<file path="config.mk">
export PLATFORM = sky130hd
export DESIGN_NAME = flash_sequencer
export DESIGN_NICKNAME = d
export VERILOG_FILES = /design/src/source/flash_emu_pkg.sv /design/src/source/flash_sequencer.sv
export SDC_FILE = /design/constraint.sdc
export NUM_CORES = 1
export LEC_CHECK = 0
export BUFFER_PORTS_ARGS = -buffer_cell sky130_fd_sc_hd__buf_2
export CAP_MARGIN = 20
export CORE_UTILIZATION = 50
export CTS_CLUSTER_DIAMETER = 150
export DETAILED_ROUTE_END_ITERATION = 8
export PLACE_DENSITY_LB_ADDON = 0.2
export SYNTH_ARGS = -nofsm -noshare
export SYNTH_HDL_FRONTEND = slang
export SYNTH_SLANG_ARGS = --single-unit
</file>
<file path="constraint.sdc">
create_clock -name clk -period 2.3 [get_ports clk]
set_clock_uncertainty 0.2 [all_clocks]
set_input_delay 0.115 -clock clk [delete_from_list [all_inputs] [get_ports clk]]
set_output_delay 0.115 -clock clk [all_outputs]
set_load 0.01 [all_outputs]
</file>
<file path="src/source/flash_emu_pkg.sv">
// ******************************
// SPI flash side definitions
// ******************************

package flash_emu_pkg;

	// standard single-lane read, three address bytes then data
	localparam logic [7:0] op_read = 8'h03;

	// JEDEC identifier read, three id bytes then filler
	localparam logic [7:0] op_read_id = 8'h9f;

	// MISO filler when the emulator has nothing to send
	// matches an undriven line with a pull-up
	localparam logic [7:0] idle_byte = 8'hff;

	// command word as logged to the host
	// fields view puts the opcode in the top byte
	// bytes view is indexed in arrival order, bytes[0] is the opcode
	// so the sequencer can drop each received byte straight into place
	typedef union packed {
		struct packed {
			logic [7:0] opcode;
			logic [23:0] addr;
		} fields;
		logic [0:3][7:0] bytes;
	} flash_cmd_t;

endpackage

</file>
<file path="src/source/flash_sequencer.sv">
// ******************************
// Flash command sequencer
// ******************************
`timescale 1ns/1ps

module flash_sequencer
	import flash_emu_pkg::*;
#(
	parameter int IMG_ADDR_BITS = 10,
	parameter logic [23:0] JEDEC_ID = 24'hef4018
) (
	input logic clk,
	input logic rst_n,
	input logic enable,
	input logic [7:0] rx_byte,
	input logic rx_valid,
	input logic cs_active,
	input logic cs_rise,
	input logic stall,
	input logic [7:0] ram_rdata,
	output logic [7:0] tx_byte,
	output logic tx_load,
	output logic ram_rd,
	output logic [IMG_ADDR_BITS-1:0] ram_addr,
	output logic miso_oe,
	output flash_cmd_t log_word,
	output logic log_push
);

	localparam logic [2:0] st_idle = 3'd0;
	localparam logic [2:0] st_opcode = 3'd1;
	localparam logic [2:0] st_address = 3'd2;
	localparam logic [2:0] st_stream = 3'd3;
	localparam logic [2:0] st_id = 3'd4;
	localparam logic [2:0] st_ignore = 3'd5;

	logic [2:0] state;
	// bytes received in this command, saturates at 4
	logic [2:0] byte_cnt;
	flash_cmd_t cmd;
	logic [23:0] id_sr;
	logic [23:0] rx_addr;
	// two-stage fetch pipe, ram address then ram data
	logic fetch_q1;
	logic fetch_q2;
	logic id_load;

	// full address once the third address byte is on rx_byte
	assign rx_addr = {cmd.fields.addr[23:8], rx_byte};
	assign log_word = cmd;

	// image data wins over the id path, they never overlap
	assign tx_byte = fetch_q2 ? ram_rdata : id_sr[23:16];
	assign tx_load = fetch_q2 | id_load;

	always_ff @(posedge clk or negedge rst_n) begin
		if (!rst_n) begin
			state <= st_idle;
			byte_cnt <= 3'd0;
			ram_rd <= 1'b0;
			fetch_q1 <= 1'b0;
			fetch_q2 <= 1'b0;
			id_load <= 1'b0;
			miso_oe <= 1'b0;
			log_push <= 1'b0;
		end else begin
			fetch_q1 <= 1'b0;
			fetch_q2 <= fetch_q1;
			id_load <= 1'b0;
			log_push <= 1'b0;
			miso_oe <= enable && cs_active && !stall;
			if (rx_valid && byte_cnt != 3'd4)
				byte_cnt <= byte_cnt + 3'd1;
			case (state)
				st_idle: begin
					// selected, take the RAM for the whole transaction
					if (cs_active) begin
						state <= st_opcode;
						byte_cnt <= 3'd0;
						ram_rd <= 1'b1;
					end
				end
				st_opcode: begin
					if (rx_valid) begin
						if (rx_byte == op_read) begin
							state <= st_address;
						end else if (rx_byte == op_read_id) begin
							state <= st_id;
							id_load <= 1'b1;
						end else begin
							state <= st_ignore;
						end
					end
				end
				st_address: begin
					// last address byte, first fetch goes out now
					if (rx_valid && byte_cnt == 3'd3) begin
						state <= st_stream;
						fetch_q1 <= 1'b1;
					end
				end
				st_stream: begin
					// refill for the byte after the one now shifting
					if (rx_valid)
						fetch_q1 <= 1'b1;
				end
				st_id: begin
					if (rx_valid)
						id_load <= 1'b1;
				end
				default: begin
				end
			endcase
			// host went quiet, stop feeding the shifter
			if (stall && state != st_idle)
				state <= st_ignore;
			if (cs_rise) begin
				state <= st_idle;
				ram_rd <= 1'b0;
				log_push <= (cmd != '0);
			end
		end
	end

	always_ff @(posedge clk) begin
		// opcode and up to three address bytes, unused bytes stay zero
		if (state == st_idle && cs_active)
			cmd <= '0;
		else if (rx_valid && byte_cnt != 3'd4)
			cmd.bytes[byte_cnt[1:0]] <= rx_byte;

		// id bytes leave from the top, filler shifts in behind
		if (state == st_opcode && rx_valid)
			id_sr <= JEDEC_ID;
		else if (id_load)
			id_sr <= {id_sr[15:0], idle_byte};

		// address wraps modulo the image size
		if (state == st_address && rx_valid && byte_cnt == 3'd3)
			ram_addr <= rx_addr[IMG_ADDR_BITS-1:0];
		else if (state == st_stream && rx_valid)
			ram_addr <= ram_addr + 1'b1;
	end

endmodule

</file>
After elaboration in Yosys (flattened, before gate mapping)
Cells that the tools add are included.
Cells by class
  add/sub/neg operators: 2
  order comparisons: 2
  equal/unequal tests: 11
  multiplexer cells: 28
  bitwise logic cells: 2
  reductions and logical operators: 21
Operators with widths (count)
  32-bit bitwise mux: 1
  32-bit nonzero test: 1
  3-bit two-way mux: 9
  10-bit two-way mux: 2
  8-bit demux with 2-bit select: 1
  8-bit two-way mux: 2
  4-bit != test, second input constant: 3
  1-bit logical AND: 11
  10-bit by 1-bit adder with 10-bit output, second input constant: 1
  1-bit two-way mux: 10
  3-bit by 2-bit equality test with 1-bit output, second input constant: 3
  3-bit one-hot mux with 3 select lines: 1
  8-bit by 2-bit equality test with 1-bit output, second input constant: 1
  8-bit equality test, second input constant: 1
  2-bit nonzero test: 3
  5-bit nonzero test: 1
  1-bit one-hot mux with 2 select lines: 2
  4-bit AND reduction: 1
  3-bit by 1-bit adder with 3-bit output, second input constant: 1
  3-bit by 1-bit equality test with 1-bit output, second input constant: 1
  3-bit equality test, second input constant: 1
  3-bit >= comparator, second input constant: 1
  3-bit zero test: 1
  3-bit by 1-bit less-than comparator with 1-bit output, second input constant: 1
  6 further kinds: 6
Word-level totals
  register bits after elaboration: 76
  bits of input ports: 23
  output and inout bits: 54
  word-level logic and storage cells: 77

Depth between registers and ports, before layout
Gate-level depths: netlist (run 1).
  word-level depth: 7
  gate-level depth with buffers: 7
  depth with buffers taken out: 6

Worst setup path before layout (run 1)
Ideal clock, no wire load.
  kind: reg-to-reg
  from: register byte_cnt[0]
  to: register state[0]
  data arrival time: 1.676 ns
  required time: 1.978 ns
  slack: 0.302 ns
  stages on the path, launching flop included: 7
  path buffers: 0
  clock period less this slack: 1.998 ns
  cell sequence: dfrtp_1 -> ha_1 -> ha_1 -> a21bo_2 -> a211oi_4 -> nor4b_1 -> a2111oi_1
Between the ends
  cells in the longest elaborated chain, start to end: 4
Ends and longest elaborated chain
  from (decl): line flash_sequencer.sv:39  | logic [2:0] byte_cnt;
  from (signal assigned): line flash_sequencer.sv:73  | byte_cnt <= byte_cnt + 3'd1;
  3-bit by 2-bit equality test with 1-bit output: line flash_sequencer.sv:97  | if (rx_valid && byte_cnt == 3'd3) begin
  1-bit logical AND: line flash_sequencer.sv:97
  4-bit != test (no source line)
  4-bit AND reduction (no source line)
  to (signal assigned): line flash_sequencer.sv:91  | state <= st_ignore;
  to (signal assigned): line flash_sequencer.sv:98  | state <= st_stream;
  to (signal assigned): line flash_sequencer.sv:116  | state <= st_ignore;
  to (decl): line flash_sequencer.sv:37  | logic [2:0] state;
No other way between the ends.
A chain may end at the register's enable or synchronous reset.

Worst setup path in the final report (run 1)
  from: input port rx_byte[2]
  to: register state[1]
Between the ends
  cells in the longest elaborated chain, start to end: 6
Ends and longest elaborated chain
  from (decl): line flash_sequencer.sv:15  | input logic [7:0] rx_byte,
  8-bit by 2-bit equality test with 1-bit output: line flash_sequencer.sv:85  | if (rx_byte == op_read) begin
  3-bit two-way mux: line flash_sequencer.sv:85
  3-bit two-way mux: line flash_sequencer.sv:84  | if (rx_valid) begin
  3-bit one-hot mux with 3 select lines: line flash_sequencer.sv:74  | case (state)
  3-bit two-way mux: line flash_sequencer.sv:115  | if (stall && state != st_idle)
  3-bit two-way mux: line flash_sequencer.sv:117  | if (cs_rise) begin
  to (signal assigned): line flash_sequencer.sv:86  | state <= st_address;
  to (signal assigned): line flash_sequencer.sv:116
  to (signal assigned): line flash_sequencer.sv:118  | state <= st_idle;
No other way between the ends. The select of a mux whose other input is x is not followed.

==> impl_metrics.ini, run 1 <==
[run_status]
status = finished clean

[clocking]
insertion_delay_ps = 340
clock_path_buffers = 2
htree_num_levels = 3
cts_root_buf = clkbuf_8
tritoncts = built
clock_sinks = 59
cts_made_buffers = 9
cts_setup_buffers = 0
cts_resized = 0
path_clk_slew_ps = 70

[pwr]
p_per_area_mw_per_mm2 = 1030
leakage_nw = 1.55
peakVddDrop_mv = 0.686

[sta]
report.final.slew_viol_count = 0
tns_ps = 0
fmax_mhz = 474
rsz0062_at_grt = false
relSlewSlack = 0.479
finalCritPeriodShare = 0.918
tightest_slew_ps = 779
period_minus_slack_ps = 2110
hold_viol = 0
setup_viol = 0

[routing]
route.detailed.drc = 0
num_vias = 2467
drt_wl_total_microns = 6740
ant_nets = 0
met2_length_microns = 3360
dr.max_layer_used = met4
wl_met1_microns = 2890
dr.pass1.iters = 5
drtIter0Drc = 186
routedWlPerCell_microns = 14.5
routed-wl-met3_microns = 416
viasPerCell = 5.32

[floorplan]
fp.dieW_microns = 75.2
dieArea_sq_mm = 0.00566
ios = 77
initial_core_util = 0.522
die_h_microns = 75.2
num_rows = 26
core-area_sq_mm = 0.00514

[cells_and_area]
syn_to_final_growth_pct = 31.8
diodes = 0
num-nets-final = 418
drive_gt1_frac = 0.269
fin_util = 0.688

[critical_path]
critPathLaunchType = input pin
cp-end-kind = flip-flop
cp.arrival_ps = 2190
cp_max_fo = 7
ff2ff_path_depth = 6
timing.rr.start = byte_cnt[0]
required_ps = 2380
reg2reg_to = state[0]
ff2ff_setup_slack_ps = 220
crit_type = input pin to flip-flop

[synth]
synthSimpleGateAreaFrac = 0.247
synth_top_flop_cell = dfxtp_1
synth_fa_ha_area_frac = 0.0280
synth_edf_count = 10
yosysTopAreaCell = dfxtp_1
synth_area_sq_mm = 0.00268
yosys_register_bits = 59
synthesis.nets = 324
synth_most_common_cell = nand2_1
ys_top_cells_by_count = 54 x nand2_1, 37 x dfxtp_1, 30 x nand3_1
synth_compound_area_frac = 0.104
muxShareOfSynthArea = 0.0578
synth_cell_types = 42
synth.yosys.seq_area_share = 0.500
yosysTopAreaCellShare = 0.276
async_flop_share = 0.203
synth_area_leaders = dfxtp_1 28%, dfrtp_1 11%, edfxtp_1 11%
synthesis.instances = 295
avgSynthCellArea_sq_um = 9.09
synth_top_family_by_area = simple AND/OR/NAND/NOR gates
yosys_warnings = 0
synth_xor_area_frac = 0.0294

[worst_hold_path]
hold_end = state[0]
hold_depth = 3
hold_path_class = input pin to flip-flop
hold_start = cs_active

[global_routing]
grt-ovfl-total = 0
grt_pass1_vias = 2211
grt_pass1_wl_microns = 10200
grt_start_max_net_pins = 37
grt_use_total = 0.248
grt_antenna_before_repair = 0

[placed_design]
gp_congestion = 0.738
hpwl_microns = 4520
port_buffers = 76

[flow_run]
maxCapViolations = 0
-- sequential cells by signal (all words and copies together), names as in the netlist --
register  count
fetch_q2      1
state         3
ram_addr     10
miso_oe       1
id_sr         5
id_load       1
byte_cnt      3
ram_rd        1
log_push      1
fetch_q1      1
log_word     32
-- placed cells by master, fill, tap and decap left out, drive strengths merged, types with 4 or more instances in the layout --
| master | count |
|---|---|
| buf | 81 |
| nand2 | 54 |
| dfxtp | 37 |
| nand3 | 30 |
| a21oi | 27 |
| nor2 | 21 |
| dlygate4sd3 | 17 |
| clkbuf | 14 |
| dfrtp | 12 |
| mux2i | 11 |
| nor4 | 11 |
| edfxtp | 10 |
| o21ai | 8 |
| inv | 7 |
| xnor2 | 7 |
| ha | 6 |
| nor3 | 4 |
| mux2 | 4 |
| nand2b | 4 |
-- area by class of cell --
class                           instances  area, sq um
Fill cell                             432         1600
Sequential cell                        59         1340
Multi-Input combinational cell        214         1250
Timing Repair Buffer                   98          601
Clock buffer                           14          216
Tap cell                               70         87.6
Inverter                                7         26.3
Clock inverter                          2         10.0
-- per-layer routing --
metal  track usage  up-vias
met4         0.105        0
met2         0.410       84
met3        0.0495        7
met5             0        -
met1         0.319     1156
li1              -     1220
-- worst max-delay path, stage by stage --
cell and delay [ps]:
dlygate4sd3_1 530, buf_2 180, nor4_1 470, a41oi_1 190
nor3_1 150, dlygate4sd3_1 560
-- power by group --
part	internal [W]	switching, W
Sequential	0.00128	0.000189
Clock	0.000615	0.000416
Combinational	0.000487	0.000633
-- how the worst max path moves through the flow --
stage	startpoint	endpoint	slack, ps
floorplan	byte_cnt[0]	state[0]	300
global placement	byte_cnt[0]	state[0]	240
detailed placement	byte_cnt[0]	state[0]	130
CTS	byte_cnt[0]	state[0]	120
global route	byte_cnt[0]	state[0]	50
finish	rx_byte[2]	state[1]	190
-- metrics by stage --
stage | std cells | total power, W | setup slack [ps] | hold WS, ps | cell area [sq um]
final | 464 | 0.00362 | 188 | 6.13 | 3540
after detailed placement | 431 | 0.00258 | 133 | -187 | 3140
after global routing | 464 | 0.00382 | 48.7 | 56.9 | 3540
after global placement | 431 | 0.00256 | 245 | -190 | 3140
after floorplan | 295 | 0.00214 | 302 | -381 | 2680
after CTS | 464 | 0.00364 | 117 | 5.69 | 3540
-- cell families after synthesis --
kind of cell / Yosys count
xor+xnor: 9
mux: 15
buf+inv: 22
fa+ha+maj: 6
compound gates: 46
flops: 59
simple gates: 138
-- timing repair --
item	CTS	global route
endpoints found under the setup margin	0	1
hold buffers	17	0
endpoints found under the hold margin	57	0
No activity file was read; power rests on OpenSTA's default activity.
==> run 2: changes to the inputs <==
--- a/config.mk
+++ b/config.mk
@@ -7,7 +7,7 @@
 export LEC_CHECK = 0
 export BUFFER_PORTS_ARGS = -buffer_cell sky130_fd_sc_hd__buf_2
 export CAP_MARGIN = 20
-export CORE_UTILIZATION = 50
+export CORE_UTILIZATION = 40
 export CTS_CLUSTER_DIAMETER = 150
 export DETAILED_ROUTE_END_ITERATION = 8
 export PLACE_DENSITY_LB_ADDON = 0.2
==> run 2 against run 1 <==
  * The run now ends with DRC left
  * Wire length grew 1.1%
  * First-iteration DRC count fell by 25%
  * Highest routed layer unchanged
  * Sequential share of layout area is essentially flat
  * Via count is 0.93% higher
  * Register-to-register slack worse by 40 ps
  * Final area about the same
  * Combinational power hardly changed
  * Final cell count increased by 2.2%
  * Setup slack worse by 9.3 ps
  * Critical endpoint is now state[0]
==> impl_metrics.ini, run 2 (same netlist as run 1, synthesis figures left out) <==
[global_routing]
grt_pass1_wl_microns = 11400
grt_pass1_vias = 2404
grt-ovfl-total = 0
grt_antenna_before_repair = 0
grt_start_max_net_pins = 37
grt_use_total = 0.207

[routing]
drt_wl_total_microns = 6810
ant_nets = 0
dr.pass1.iters = 6
route.detailed.drc = 14
drtIter0Drc = 140
routedWlPerCell_microns = 14.4
viasPerCell = 5.25
num_vias = 2490

[sta]
finalCritPeriodShare = 0.922
whs_ps = 80.6
rsz0062_at_grt = false
tns_ps = 0
period_minus_slack_ps = 2120
hold_viol = 0
relSlewSlack = 0.484
fmax_mhz = 471
report.final.slew_viol_count = 0
setup_viol = 0
fin_ws_ps = 179
tightest_slew_ps = 771

[clocking]
cts_root_buf = clkbuf_8
clock_path_buffers = 2
clock_sinks = 59
insertion_delay_ps = 330
cts_setup_buffers = 0
path_clk_slew_ps = 60
cts_made_buffers = 9
tritoncts = built
htree_num_levels = 3

[floorplan]
initial_core_util = 0.418
ios = 77
dieArea_sq_mm = 0.00704
core-area_sq_mm = 0.00642
die_h_microns = 83.9
num_rows = 29
fp.dieW_microns = 83.9

[critical_path]
ff2ff_setup_slack_ps = 180
cp-end-kind = flip-flop
required_ps = 2290
cp_max_fo = 4
cp.arrival_ps = 2110
critPathLaunchType = flip-flop
crit_type = flip-flop to flip-flop

[cells_and_area]
layout_commonest_cell = buf_2
num-nets-final = 421
layout_common_cells = 76 x buf_2, 54 x nand2_1, 37 x dfxtp_1
syn_to_final_growth_pct = 31.8
largest_reg_flops = 32
multiInputGateArea_sq_mm = 0.00125
diodes = 0
drive_gt1_frac = 0.277
regArea_sq_mm = 0.00134
num-fill-cells = 613

[placed_design]
hpwl_microns = 4690
port_buffers = 76
dp_slack_ps = 111
gp_congestion = 0.863

[pwr]
p_per_area_mw_per_mm2 = 995
leakage_nw = 1.55
peakVddDrop_mv = 0.608
finalPower_w = 0.00352

[run_status]
status = finished with violations
failed_checks = DRC

[worst_hold_path]
hold_path_class = input pin to flip-flop

[flow_run]
maxCapViolations = 0
==> run 2: routing by layer <==
| metal | vias up | global-route usage | share of wire |
|---|---|---|---|
| met1 | 1171 | 0.275 | 0.47 |
| met2 | 82 | 0.328 | 0.47 |
| met4 | 0 | 0.0799 | 0.013 |
| li1 | 1225 | - | - |
| met5 | - | 0 | 0 |
| met3 | 12 | 0.0465 | 0.054 |
==> run 2: stage by stage <==
stage | instance area, sq um | util | std cells
after floorplan | 2680 | - | 295
after global placement | 3160 | 0.492 | 441
after detailed placement | 3160 | 0.492 | 441
after CTS | 3530 | 0.550 | 474
after global routing | 3530 | 0.550 | 474
final | 3530 | 0.550 | 474
==> run 2: area by class of cell <==
type / count / area share
Inverter: 7 / 0.00743
Tap cell: 77 / 0.0273
Multi-Input combinational cell: 214 / 0.355
Clock inverter: 3 / 0.00460
Sequential cell: 59 / 0.379
Clock buffer: 13 / 0.0538
Timing Repair Buffer: 101 / 0.173
==> run 2: worst paths after layout <==
check / depth (start not counted) / startpoint / to
worst max-delay path: 6 / byte_cnt[0] / state[0]
worst min-delay path: 3 / cs_active / state[0]
worst max register to register: 6 / byte_cnt[0] / state[0]
worst min register to register: 0 / fetch_q1 / fetch_q2
max in group asynchronous: 4 / rst_n / ram_rd
min in group asynchronous: 3 / rst_n / byte_cnt[2]
==> run 2: power breakdown <==
group | switching (W) | internal, W | total (W)
Sequential | 0.000180 | 0.00128 | 0.00146
Combinational | 0.000630 | 0.000488 | 0.00112
Clock | 0.000394 | 0.000542 | 0.000935
Total | 0.00120 | 0.00231 | 0.00352
==> run 2: timing repair <==
action | 4_1_cts | 5_1_grt
resized for setup | 0 | 0
hold endpoints to repair | 55 | 0
endpoints found under the setup margin | 0 | 1
hold buffers | 17 | 0
==> run 2: critical path: stages, from the launching register on <==
cell and delay, ps:
dfrtp_1 420, ha_1 230, ha_1 210, a21bo_2 240
a211oi_4 260, nor4b_1 100, a2111oi_1 310
==> run 3: changes to the inputs <==
--- a/config.mk
+++ b/config.mk
@@ -10,6 +10,7 @@
 export CORE_UTILIZATION = 40
 export CTS_CLUSTER_DIAMETER = 150
 export DETAILED_ROUTE_END_ITERATION = 8
+export MAX_ROUTING_LAYER = met4
 export PLACE_DENSITY_LB_ADDON = 0.2
 export SYNTH_ARGS = -nofsm -noshare
 export SYNTH_HDL_FRONTEND = slang
==> run 3 against run 2 <==
  * The run still ends with DRC left
  * Setup slack lost 8.0 ps
  * Non-clock buffer count is the same
  * Register-to-register slack is essentially flat
  * Via count shrank 0.28%
  * Clock power is essentially flat
==> impl_metrics.ini, run 3 (same netlist as run 1, synthesis figures left out) <==
[pwr]
seqPwrFrac = 0.416
combPwrFrac = 0.317
p_sw_w = 0.00120
leakage_nw = 1.55
p_sw_frac = 0.342
peakVddDrop_mv = 0.608
intPower_w = 0.00231
p_per_area_mw_per_mm2 = 995
pwr-share-clk = 0.266

[floorplan]
dieArea_sq_mm = 0.00704
fp.dieW_microns = 83.9
core-area_sq_mm = 0.00642
ios = 77
die_h_microns = 83.9
num_rows = 29
initial_core_util = 0.418

[critical_path]
crit_type = flip-flop to flip-flop
required_ps = 2290
cp-end-kind = flip-flop
cp.arrival_ps = 2120
cp_max_fo = 4
critPathSlowestCell = dfrtp_1
cpLargestDelayFamily = compound AO/OA/AOI/OAI gates
critPathLaunchType = flip-flop
cpMostUsedCell = ha_1
cp_slowest_stage_delay_ps = 430
crit_chain = ha_1 -> ha_1 -> a21bo_2 -> a211oi_4 -> nor4b_1 -> a2111oi_1
critPathBufInv = 0

[sta]
fin_ws_ps = 171
report.final.slew_viol_count = 0
hold_viol = 0
tns_ps = 0
setup_viol = 0
period_minus_slack_ps = 2130
rsz0062_at_grt = false
relSlewSlack = 0.484
tightest_slew_ps = 771
fmax_mhz = 470
finalCritPeriodShare = 0.926

[global_routing]
grt_start_max_net_pins = 37
grt_antenna_before_repair = 0
grt-ovfl-total = 0
grt_pass1_vias = 2406
grt_use_total = 0.213
grt_pass1_wl_microns = 11400

[cells_and_area]
diodes = 0
multiInputGateArea_sq_mm = 0.00125
drive_gt1_frac = 0.277
largest_reg_flops = 32
regArea_sq_mm = 0.00134
layout_commonest_cell = buf_2
fin_util = 0.550
num-fill-cells = 613
syn_to_final_growth_pct = 31.8
num-nets-final = 421
layout_common_cells = 76 x buf_2, 54 x nand2_1, 37 x dfxtp_1
fin_area_sq_mm = 0.00353

[routing]
ant_nets = 0
num_vias = 2483
route.detailed.drc = 14
drtIter0Drc = 153
routedWlPerCell_microns = 14.3
drt_wl_total_microns = 6780
viasPerCell = 5.24
dr.pass1.iters = 6

[clocking]
cts_root_buf = clkbuf_8
insertion_delay_ps = 330
cts_made_buffers = 9
clock_sinks = 59
htree_num_levels = 3
path_clk_slew_ps = 60
clock_path_buffers = 2
cts_resized = 0
tritoncts = built

[worst_hold_path]
hold_path_class = input pin to flip-flop

[run_status]
failed_checks = DRC
status = finished with violations

[placed_design]
port_buffers = 76
dp_slack_ps = 111
hpwl_microns = 4690
gp_congestion = 0.876
placed_area_sq_mm = 0.00316

[flow_run]
maxCapViolations = 0
==> run 3: cell counts in the layout (fill, tap and decap cells not counted) <==
Identical to the previous run, type by type.
==> run 3: timing repair <==
action,in CTS,in global routing
setup endpoints to repair,0,1
buffers inserted,0,0
hold buffers,17,0
hold endpoints to repair,55,0
==> run 3: path summary, 6_finish.rpt <==
check	startpoint	endpoint	slack [ps]	depth (start not counted)
max in group asynchronous	rst_n	ram_rd	480	4
setup reg to reg	byte_cnt[0]	state[0]	170	6
min in group asynchronous	rst_n	byte_cnt[2]	550	3
setup / recovery	byte_cnt[0]	state[0]	170	6
hold reg to reg	fetch_q1	fetch_q2	150	0
hold / removal	cs_active	state[0]	80	3
==> run 3: worst reg2reg max path, cell delays in order, from the launching register on <==
cell and delay [ps]:
dfrtp_1 430, ha_1 230, ha_1 210, a21bo_2 240
a211oi_4 260, nor4b_1 110, a2111oi_1 320
==> run 3: per-stage QoR <==
step	hold slack (ps)	cells	total power [W]
2_1_floorplan	-381	295	0.00214
3_3_place_gp	-183	441	0.00256
3_5_place_dp	-181	441	0.00258
4_1_cts	52.0	474	0.00354
5_1_grt	102	474	0.00375
6_report	80.1	474	0.00352
==> run 3: final cells by class <==
cell class	count	area share
multi-input cells	214	0.355
flip-flops and latches	59	0.379
clock buffers	13	0.0538
well taps	77	0.0273
repair buffers	101	0.173
clock inverters	3	0.00460
inverters	7	0.00743
==> run 3: layer usage <==
metal  up-vias  track usage  wire length [microns]
li1       1229            -                      -
met1      1162        0.276                   3190
met2        83        0.329                   3170
met3         9       0.0445                    361
met4         0       0.0799                     70
met5         -            -                      0
==> run 3: power groups by stage <==
stage	sequential [W]	clock (W)	combinational [W]
after floorplan	0.00153	0	0.000608
after global placement	0.00148	0	0.00108
after detailed placement	0.00148	0	0.00109
after CTS	0.00146	0.000956	0.00112
after global routing	0.00150	0.00101	0.00125
final	0.00146	0.000936	0.00112
